**src/vid_params.svh**
```systemverilog
`ifndef VID_PARAMS_SVH
`define VID_PARAMS_SVH

// register map, byte addresses of the host write bus
`define VID_REG_CTRL      8'h00
`define VID_REG_H1        8'h28     // h_size, h_end
`define VID_REG_H2        8'h30     // hsync start and end
`define VID_REG_V1        8'h38     // v_size, v_end
`define VID_REG_V2        8'h40     // vsync start and end
`define VID_REG_BASE      8'h48
`define VID_REG_LINE_INC  8'h50

// width of every horizontal and vertical timing value
`define VID_CNT_W         13

// pixel FIFO
`define VID_FIFO_DEPTH    32
`define VID_FIFO_AW       5

`define VID_REQ_PRIO      2'd3      // request priority for pixel reads

`endif

```
**src/vid_pkg.sv**
```systemverilog
`include "vid_params.svh"

package vid_pkg;

    typedef enum logic [2:0] {
        CMD_IDLE       = 3'd0,
        CMD_DATA       = 3'd1,
        CMD_READ       = 3'd2,
        CMD_DATA_FIRST = 3'd3,
        CMD_WRITE      = 3'd4
    } bus_cmd_e;

    typedef enum logic [1:0] {
        LEN_1  = 2'd0,
        LEN_4  = 2'd1,
        LEN_8  = 2'd2,
        LEN_16 = 2'd3
    } burst_len_e;

    typedef struct packed {
        logic [24:0] reserved;
        logic        enable;
        logic [5:0]  pclk;      // clocks per pixel, 0 acts as 1
    } ctrl_reg_t;

    typedef struct packed {
        logic [`VID_CNT_W-1:0] h_size;
        logic [`VID_CNT_W-1:0] h_end;     // last column of the line
    } h_timing_t;

    typedef struct packed {
        logic [`VID_CNT_W-1:0] hsync_start;
        logic [`VID_CNT_W-1:0] hsync_end;
    } h_sync_t;

    typedef struct packed {
        logic [`VID_CNT_W-1:0] v_size;
        logic [`VID_CNT_W-1:0] v_end;     // last line of the frame
    } v_timing_t;

    typedef struct packed {
        logic [`VID_CNT_W-1:0] vsync_start;
        logic [`VID_CNT_W-1:0] vsync_end;
    } v_sync_t;

    typedef struct packed {
        ctrl_reg_t   ctrl;
        h_timing_t   h1;
        h_sync_t     h2;
        v_timing_t   v1;
        v_sync_t     v2;
        logic [31:0] base;
        logic [31:0] line_inc;
    } vid_cfg_t;

    typedef struct packed {
        logic [7:0] r;
        logic [7:0] g;
        logic [7:0] b;
    } pixel_t;

    typedef struct packed {
        logic hsync;
        logic hblank;
        logic vsync;
        logic vblank;
    } sync_t;

    typedef enum logic {
        WR_ADDR,
        WR_DATA
    } write_state_e;

    typedef enum logic [1:0] {
        FETCH_IDLE,
        FETCH_REQ,
        FETCH_DATA
    } fetch_state_e;

endpackage

```
**src/vid_regs.sv**
```systemverilog
`timescale 1ns/10ps
`include "vid_params.svh"

module vid_regs (
    input  logic              clk,
    input  logic              reset,
    input  logic              sel,
    input  vid_pkg::bus_cmd_e cmd_in,
    input  logic [31:0]       addr_data_in,
    output vid_pkg::vid_cfg_t cfg
);
    import vid_pkg::*;

    write_state_e state;
    logic [7:0]   reg_addr;     // latched in the address cycle
    logic         addr_cycle;

    assign addr_cycle = (state == WR_ADDR) && sel && (cmd_in == CMD_WRITE);

    always_ff @(posedge clk or posedge reset) begin
        if (reset) begin
            state <= WR_ADDR;
        end else begin
            case (state)
                WR_ADDR: begin
                    if (addr_cycle) begin
                        state <= WR_DATA;
                    end
                end
                WR_DATA: begin
                    state <= WR_ADDR;   // one data word per write
                end
                default: begin
                    state <= WR_ADDR;
                end
            endcase
        end
    end

    always_ff @(posedge clk) begin
        if (addr_cycle) begin
            reg_addr <= addr_data_in[7:0];
        end
    end

    // data cycle, the word lands in the addressed register
    always_ff @(posedge clk or posedge reset) begin
        if (reset) begin
            cfg <= '0;
        end else if (state == WR_DATA) begin
            case (reg_addr)
                `VID_REG_CTRL:     cfg.ctrl     <= ctrl_reg_t'(addr_data_in);
                `VID_REG_H1:       cfg.h1       <= h_timing_t'(addr_data_in[25:0]);
                `VID_REG_H2:       cfg.h2       <= h_sync_t'(addr_data_in[25:0]);
                `VID_REG_V1:       cfg.v1       <= v_timing_t'(addr_data_in[25:0]);
                `VID_REG_V2:       cfg.v2       <= v_sync_t'(addr_data_in[25:0]);
                `VID_REG_BASE:     cfg.base     <= addr_data_in;
                `VID_REG_LINE_INC: cfg.line_inc <= addr_data_in;
                default: begin
                    // unmapped address, word dropped
                end
            endcase
        end
    end

endmodule

```
**src/vid_fetch.sv**
```systemverilog
`timescale 1ns/10ps
`include "vid_params.svh"

module vid_fetch (
    input  logic                clk,
    input  logic                reset,
    input  vid_pkg::vid_cfg_t   cfg,
    input  vid_pkg::bus_cmd_e   cmd_in,
    input  logic [31:0]         addr_data_in,
    input  logic                fifo_half_full,
    output logic [1:0]          req,
    output vid_pkg::bus_cmd_e   cmd_out,
    output vid_pkg::burst_len_e len_out,
    output logic [31:0]         addr_data_out,
    output logic                push,
    output logic [31:0]         push_data
);
    import vid_pkg::*;

    fetch_state_e          state;
    logic [`VID_CNT_W-1:0] line;
    logic [`VID_CNT_W-1:0] col;
    logic [`VID_CNT_W-1:0] remain;      // words left in the current line
    logic [`VID_CNT_W-1:0] col_next;
    burst_len_e            next_len;
    burst_len_e            cur_len;     // burst in flight
    logic [4:0]            cur_words;
    logic [4:0]            beat_cnt;
    logic [31:0]           next_addr;
    logic                  beat;
    logic                  burst_done;

    function automatic logic [4:0] len_words(burst_len_e len);
        case (len)
            LEN_16:  return 5'd16;
            LEN_8:   return 5'd8;
            LEN_4:   return 5'd4;
            default: return 5'd1;
        endcase
    endfunction

    assign remain = cfg.h1.h_size - col;

    // largest burst that still fits in the line
    always_comb begin
        if (remain >= `VID_CNT_W'(16)) begin
            next_len = LEN_16;
        end else if (remain >= `VID_CNT_W'(8)) begin
            next_len = LEN_8;
        end else if (remain >= `VID_CNT_W'(4)) begin
            next_len = LEN_4;
        end else begin
            next_len = LEN_1;
        end
    end

    assign next_addr  = cfg.base + cfg.line_inc * 32'(line) + {17'd0, col, 2'b00};
    assign cur_words  = len_words(cur_len);
    assign col_next   = col + {8'd0, cur_words};

    assign beat       = (state == FETCH_DATA) &&
                        (cmd_in == CMD_DATA || cmd_in == CMD_DATA_FIRST);
    assign burst_done = (state == FETCH_DATA) && (beat_cnt == cur_words) &&
                        (cmd_in == CMD_IDLE);
    assign push       = beat;           // each returned word goes straight in
    assign push_data  = addr_data_in;

    always_ff @(posedge clk or posedge reset) begin
        if (reset) begin
            state         <= FETCH_IDLE;
            line          <= '0;
            col           <= '0;
            cur_len       <= LEN_1;
            beat_cnt      <= '0;
            req           <= '0;
            cmd_out       <= CMD_IDLE;
            len_out       <= LEN_1;
            addr_data_out <= '0;
        end else begin
            req           <= '0;        // request lasts a single cycle
            cmd_out       <= CMD_IDLE;
            len_out       <= LEN_1;
            addr_data_out <= '0;
            case (state)
                FETCH_IDLE: begin
                    if (!cfg.ctrl.enable) begin
                        line <= '0;     // restart from the top of the frame
                        col  <= '0;
                    end else if (!fifo_half_full && cfg.h1.h_size != '0 &&
                                 cfg.v1.v_size != '0) begin
                        state <= FETCH_REQ;
                    end
                end
                FETCH_REQ: begin
                    req           <= `VID_REQ_PRIO;
                    cmd_out       <= CMD_READ;
                    len_out       <= next_len;
                    addr_data_out <= next_addr;
                    cur_len       <= next_len;
                    beat_cnt      <= '0;
                    state         <= FETCH_DATA;
                end
                FETCH_DATA: begin
                    if (beat) begin
                        beat_cnt <= beat_cnt + 5'd1;
                    end
                    if (burst_done) begin
                        state <= FETCH_IDLE;
                        if (col_next >= cfg.h1.h_size) begin
                            col <= '0;
                            if (line + 1'b1 >= cfg.v1.v_size) begin
                                line <= '0;
                            end else begin
                                line <= line + 1'b1;
                            end
                        end else begin
                            col <= col_next;
                        end
                    end
                end
                default: begin
                    state <= FETCH_IDLE;
                end
            endcase
        end
    end

endmodule

```
**src/vid_fifo.sv**
```systemverilog
`timescale 1ns/10ps
`include "vid_params.svh"

module vid_fifo #(
    parameter int DEPTH = `VID_FIFO_DEPTH,
    parameter int AW    = `VID_FIFO_AW      // DEPTH is 2**AW
) (
    input  logic        clk,
    input  logic        reset,
    input  logic        push,
    input  logic [31:0] push_data,
    input  logic        pop,
    output logic [31:0] front_data,
    output logic        empty,
    output logic        half_full,
    output logic        full
);

    logic [31:0]   mem [DEPTH];
    logic [AW-1:0] wr_ptr;
    logic [AW-1:0] rd_ptr;
    logic [AW:0]   count;       // one extra bit to tell full from empty

    always_ff @(posedge clk) begin
        if (push) begin
            mem[wr_ptr] <= push_data;
        end
    end

    always_ff @(posedge clk or posedge reset) begin
        if (reset) begin
            wr_ptr <= '0;
            rd_ptr <= '0;
            count  <= '0;
        end else begin
            if (push) begin
                wr_ptr <= wr_ptr + 1'b1;  // wraps at DEPTH
            end
            if (pop) begin
                rd_ptr <= rd_ptr + 1'b1;
            end
            case ({push, pop})
                2'b10:   count <= count + 1'b1;
                2'b01:   count <= count - 1'b1;
                default: count <= count;
            endcase
        end
    end

    assign front_data = mem[rd_ptr];    // oldest word, visible before the pop
    assign empty      = (count == '0);
    assign full       = (count == (AW+1)'(DEPTH));
    assign half_full  = (count >= (AW+1)'(DEPTH / 2));

endmodule

```
**src/vid_timing.sv**
```systemverilog
`timescale 1ns/10ps
`include "vid_params.svh"

module vid_timing (
    input  logic              clk,
    input  logic              reset,
    input  vid_pkg::vid_cfg_t cfg,
    input  logic              empty,
    input  logic [31:0]       front_data,
    output logic              pop,
    output vid_pkg::pixel_t   pixel,
    output vid_pkg::sync_t    sync
);
    import vid_pkg::*;

    logic                  run;
    logic [5:0]            div_cnt;     // clock within the current column
    logic [`VID_CNT_W-1:0] col;
    logic [`VID_CNT_W-1:0] line;
    logic                  first_tick;
    logic                  last_tick;
    logic                  active;
    logic                  stall;
    sync_t                 sync_next;

    assign first_tick = (div_cnt == '0);
    assign last_tick  = (cfg.ctrl.pclk <= 6'd1) || (div_cnt == cfg.ctrl.pclk - 6'd1);
    assign active     = (col < cfg.h1.h_size) && (line < cfg.v1.v_size);
    assign stall      = first_tick && active && empty;  // wait for the next word

    // with enable low the FIFO is drained so a restart begins on a clean frame
    assign pop = !empty && (!cfg.ctrl.enable || (run && first_tick && active));

    always_comb begin
        sync_next.hsync  = (col >= cfg.h2.hsync_start) && (col < cfg.h2.hsync_end);
        sync_next.hblank = (col >= cfg.h1.h_size);
        sync_next.vsync  = (line >= cfg.v2.vsync_start) && (line < cfg.v2.vsync_end);
        sync_next.vblank = (line >= cfg.v1.v_size);
    end

    always_ff @(posedge clk or posedge reset) begin
        if (reset) begin
            run     <= 1'b0;
            div_cnt <= '0;
            col     <= '0;
            line    <= '0;
            pixel   <= '0;
            sync    <= '0;
        end else if (!run) begin
            div_cnt <= '0;
            col     <= '0;
            line    <= '0;
            pixel   <= '0;
            sync    <= '0;
            if (cfg.ctrl.enable && !empty) begin
                run <= 1'b1;    // first word is in, start the frame
            end
        end else if (!cfg.ctrl.enable) begin
            run   <= 1'b0;
            pixel <= '0;
            sync  <= '0;
        end else if (!stall) begin
            sync <= sync_next;
            if (!active) begin
                pixel <= '0;    // blanking
            end else if (first_tick) begin
                pixel <= pixel_t'(front_data[23:0]);
            end
            if (last_tick) begin
                div_cnt <= '0;
                if (col == cfg.h1.h_end) begin
                    col <= '0;
                    if (line == cfg.v1.v_end) begin
                        line <= '0;
                    end else begin
                        line <= line + 1'b1;
                    end
                end else begin
                    col <= col + 1'b1;
                end
            end else begin
                div_cnt <= div_cnt + 6'd1;
            end
        end
    end

endmodule

```
**src/vid_top.sv**
```systemverilog
`timescale 1ns/10ps

module vid_top (
    input  logic                clk,
    input  logic                reset,
    input  logic                sel,
    input  vid_pkg::bus_cmd_e   cmd_in,
    input  logic [1:0]          len_in,     // bus field, register writes are single words
    input  logic [31:0]         addr_data_in,
    output logic [1:0]          req,
    output vid_pkg::bus_cmd_e   cmd_out,
    output vid_pkg::burst_len_e len_out,
    output logic [31:0]         addr_data_out,
    output vid_pkg::pixel_t     pixel,
    output vid_pkg::sync_t      sync
);
    import vid_pkg::*;

    vid_cfg_t    cfg;
    logic        fifo_push;
    logic [31:0] fifo_push_data;
    logic        fifo_pop;
    logic [31:0] fifo_front;
    logic        fifo_empty;
    logic        fifo_half_full;
    logic        fifo_full;       // for the bound checks

    vid_regs u_vid_regs (
        .clk          (clk),
        .reset        (reset),
        .sel          (sel),
        .cmd_in       (cmd_in),
        .addr_data_in (addr_data_in),
        .cfg          (cfg)
    );

    vid_fetch u_vid_fetch (
        .clk            (clk),
        .reset          (reset),
        .cfg            (cfg),
        .cmd_in         (cmd_in),
        .addr_data_in   (addr_data_in),
        .fifo_half_full (fifo_half_full),
        .req            (req),
        .cmd_out        (cmd_out),
        .len_out        (len_out),
        .addr_data_out  (addr_data_out),
        .push           (fifo_push),
        .push_data      (fifo_push_data)
    );

    vid_fifo u_vid_fifo (
        .clk        (clk),
        .reset      (reset),
        .push       (fifo_push),
        .push_data  (fifo_push_data),
        .pop        (fifo_pop),
        .front_data (fifo_front),
        .empty      (fifo_empty),
        .half_full  (fifo_half_full),
        .full       (fifo_full)
    );

    vid_timing u_vid_timing (
        .clk        (clk),
        .reset      (reset),
        .cfg        (cfg),
        .empty      (fifo_empty),
        .front_data (fifo_front),
        .pop        (fifo_pop),
        .pixel      (pixel),
        .sync       (sync)
    );

endmodule

```
**config.mk**
```make
export PLATFORM = sky130hd
export DESIGN_NAME = vid_top
export DESIGN_NICKNAME = d
export VERILOG_FILES = /design/src/vid_pkg.sv /design/src/vid_regs.sv /design/src/vid_fetch.sv /design/src/vid_fifo.sv /design/src/vid_timing.sv /design/src/vid_top.sv
export VERILOG_INCLUDE_DIRS = /design/src
export SDC_FILE = /design/constraint.sdc
export NUM_CORES = 2
export LEC_CHECK = 0
export ABC_AREA = 1
export BUFFER_PORTS_ARGS = -buffer_cell sky130_fd_sc_hd__buf_2
export CAP_MARGIN = 25
export CORE_UTILIZATION = 40
export CTS_BUF_LIST = sky130_fd_sc_hd__clkbuf_16
export DETAILED_ROUTE_END_ITERATION = 8
export GPL_ROUTABILITY_DRIVEN = 1
export PLACE_DENSITY = 0.54
export SYNTH_ARGS = -nofsm -noshare
export SYNTH_HDL_FRONTEND = slang
export SYNTH_SLANG_ARGS = --single-unit
```
**constraint.sdc**
```tcl
create_clock -name clk -period 11.8 [get_ports clk]
set_input_delay 0 -clock clk [delete_from_list [all_inputs] [get_ports clk]]
set_output_delay 0 -clock clk [all_outputs]
set_load 0.01 [all_outputs]
```
==> results.cfg <==
[synth]
synth_edf_count = 776
yosysWarnings = 0
yosys.cell_types.count = 61
yosys.area.top_type = edfxtp_1
synth-async-reset-ratio = 0.294
ys_seq_elements = 1099
synth.top_cell.area_share = 0.388
yosysSeqAreaShare = 0.522
syn_inst = 6117
syn_area_per_cell_um2 = 9.82
ys.flop_type = edfxtp_1
netlist_area_um2 = 60100
synth_area_leaders = edfxtp_1, dfrtp_1, nand2_1

[detailed_routing]
dr_wl_met2_um = 80800
firstDrtPassIters = 7
drc = 0
vias_per_cell = 5.23
dr.max_layer_used = met5
wl_met1_um = 80000
drt-total-wl_um = 176000
vias = 43360
drt_iter0_markers = 3720
routedWlPerCell_um = 21.3
ant_nets = 0
met3_length_um = 10600

[sta]
fin_worst_skew_ns = 0.101
worst_slew_pin_slew_ns = 1.11
period_needed_ns = 6.30
rsz0062_at_grt = no
final-setup-viol-count = 0
fmax_mhz = 159
slew_violations = 0
setup_tns_ns = 0
period_share = 0.534
finalHoldViolations = 0
slew_headroom = 0.257

[clock_tree]
path_clk_slew_ns = 0.06
cts-buffers-inserted = 119
cts_tree = yes
numClockSinks = 1099
cts_root_buffer = clkbuf_16
htreeDepth = 3
cts_buffer_depth = 3
clock_latency_ns = 0.80

[place]
hpwlAfterDp_um = 113000
io_buffers = 102
gp_congestion = 0.901

[global_route]
grt_antenna_before_repair = 16
grtUsageTotal = 0.232
grt-ovfl-total = 0
grt_pass1_wl_um = 264000
grt_pass1_vias = 41776
grt_max_degree = 202

[flow_run]
maxCapViolCount = 0

[min_path]
holdPathStages = 4
min-delay-path-class = in2reg
hold_end = u_vid_regs.cfg[63]
min-delay-start = addr_data_in[31]

[floorplan]
ioPinCount = 107
fp.dieW_um = 390
core_area_um2 = 148000
initial_core_util = 0.405
die_area_um2 = 152000
rows = 141
fp.dieH_um = 390

[final_layout]
final_cell_mix = nand2_1, inv_1, edfxtp_1
layout-drive-gt1-share = 0.0743
layout.nets = 6731
nFillCells = 14156
final_common_cell = nand2_1
area_growth_pct = 11.8

[setup_path]
crit_path_start_kind = flip-flop
rr_worst_depth = 22
r2r_end = u_vid_fetch.addr_data_out[27]
crit_buf_inv = 6
timing.rr.start = u_vid_fetch.line[5]
crit_chain = buf_4 > nand2_1 > fa_1 > fa_1 > inv_1 > fa_1 > fa_1 > fa_1 > inv_1 > fa_1 > inv_1 > ha_1 > nand2_1 > nor2_1 > inv_1 > nor2_1 > inv_1 > nor2_1 > nand2_1 > o211ai_1 > xnor2_1 > nor2_1
crit_top_cell = fa_1
cp.arrival_ns = 6.88
crit_slowest_cell = dfrtp_1
crit_fanout = 17
critPathKind = reg2reg
end_kind = flip-flop
cpLargestDelayFamily = adder cells
ff2ff_setup_slack_ns = 5.50
slowest_delay_ns = 0.86
cp_data_required_time_ns = 12.38

[outcome]
status = finished, final reports clean
-- worst register-to-register path, stage by stage (launching register included) --
cell      delay, ns
dfrtp_1        0.86
buf_4          0.41
nand2_1        0.13
fa_1           0.51
fa_1           0.52
inv_1          0.06
fa_1           0.56
fa_1           0.45
fa_1           0.50
inv_1          0.05
fa_1           0.58
inv_1          0.07
ha_1           0.42
nand2_1        0.10
nor2_1         0.15
inv_1          0.09
nor2_1         0.11
inv_1          0.06
nor2_1         0.09
nand2_1        0.06
o211ai_1       0.11
xnor2_1        0.19
nor2_1         0.09
-- flip-flops by register name (all words and copies together), names as in the netlist, 4 cells and up --
| name | cells |
|---|---|
| u_vid_regs.cfg | 175 |
| u_vid_timing.col | 13 |
| u_vid_regs.reg_addr | 8 |
| u_vid_timing.div_cnt | 6 |
| u_vid_fetch.addr_data_out | 32 |
| u_vid_fetch.line | 13 |
| u_vid_fifo.mem | 768 |
| u_vid_fetch.beat_cnt | 5 |
| u_vid_timing.sync | 4 |
| u_vid_fetch.col | 13 |
| u_vid_fifo.count | 6 |
| u_vid_timing.pixel | 24 |
| u_vid_fifo.wr_ptr | 5 |
| u_vid_fifo.rd_ptr | 5 |
| u_vid_timing.line | 13 |
-- per-stage QoR --
step | util | hold slack (ns) | cell area [um^2] | std cells | setup WS, ns
2_1_floorplan | - | 0.0989 | 60100 | 6118 | 2.86
3_3_place_gp | 0.423 | 0.212 | 62700 | 8010 | 5.56
3_5_place_dp | 0.424 | 0.224 | 62900 | 8017 | 5.57
4_1_cts | 0.453 | 0.0515 | 67100 | 8282 | 5.53
5_1_grt | 0.453 | 0.0902 | 67200 | 8284 | 5.25
6_report | 0.453 | 0.108 | 67200 | 8286 | 5.50
-- worst max-delay path by stage --
stage	startpoint	endpoint	slack, ns	cells after the start
after CTS	u_vid_fetch.line[5]	u_vid_fetch.addr_data_out[27]	5.53	18
after global placement	u_vid_fetch.line[4]	u_vid_fetch.addr_data_out[26]	5.56	23
after floorplan	reset	u_vid_fetch.addr_data_out[0]	2.86	1
final	u_vid_fetch.line[5]	u_vid_fetch.addr_data_out[27]	5.50	22
after detailed placement	u_vid_fetch.line[5]	u_vid_fetch.addr_data_out[27]	5.57	22
after global routing	u_vid_fetch.line[4]	u_vid_fetch.addr_data_out[26]	5.25	23
-- timing repair --
item | 4_1_cts | 5_1_grt
gates resized for setup | 0 | 0
setup endpoints to repair | 0 | 0
hold buffers | 41 | 0
hold endpoints to repair | 911 | 0
buffers inserted | 0 | 0
-- cell families after synthesis --
kind of cell,count (synthesis),synth area share
AND/OR/NAND/NOR,2445,0.166
flip-flops,1099,0.522
buffers and inverters,1054,0.0695
AO/OA/AOI/OAI,921,0.0852
adder cells (fa/ha/maj),512,0.144
XOR/XNOR,85,0.0125
other,1,0.0000624
-- Yosys cell counts, types with 10 or more instances --
cell / n
fa_1: 299
a22o_1: 26
inv_1: 752
o22ai_1: 21
a32o_1: 10
nor2_1: 284
dfrtp_1: 323
buf_1: 38
edfxtp_1: 776
inv_2: 10
nor4_1: 12
xor2_1: 52
nand4_1: 57
nand2_1: 1690
nor3_1: 39
o21ai_2: 21
xnor2_1: 32
buf_2: 92
a22oi_1: 27
nand2_2: 25
buf_4: 11
a211oi_1: 25
a21oi_1: 385
clkbuf_1: 143
o21ai_1: 46
ha_1: 213
a31oi_1: 16
o21ai_0: 307
nand3_1: 305
-- per-layer routing --
metal / vias up / track usage
met1: 21592 / 0.331
li1: 20224 / -
met3: 245 / 0.0313
met5: - / 0
met4: 10 / 0.0664
met2: 1289 / 0.368
-- cell type report --
cell class	count	area, um^2	area share
Clock buffer	121	3030	0.0451
Inverter	765	2890	0.0431
Timing Repair Buffer	229	1730	0.0258
Antenna cell	2	5.00	0.0000745
Multi-Input combinational cell	3965	24800	0.369
Tap cell	2002	2500	0.0373
Clock inverter	103	842	0.0125
Sequential cell	1099	31400	0.467
Power is not shown: default switching activity piles up to over one toggle a cycle in this logic, so the estimate is an artifact.
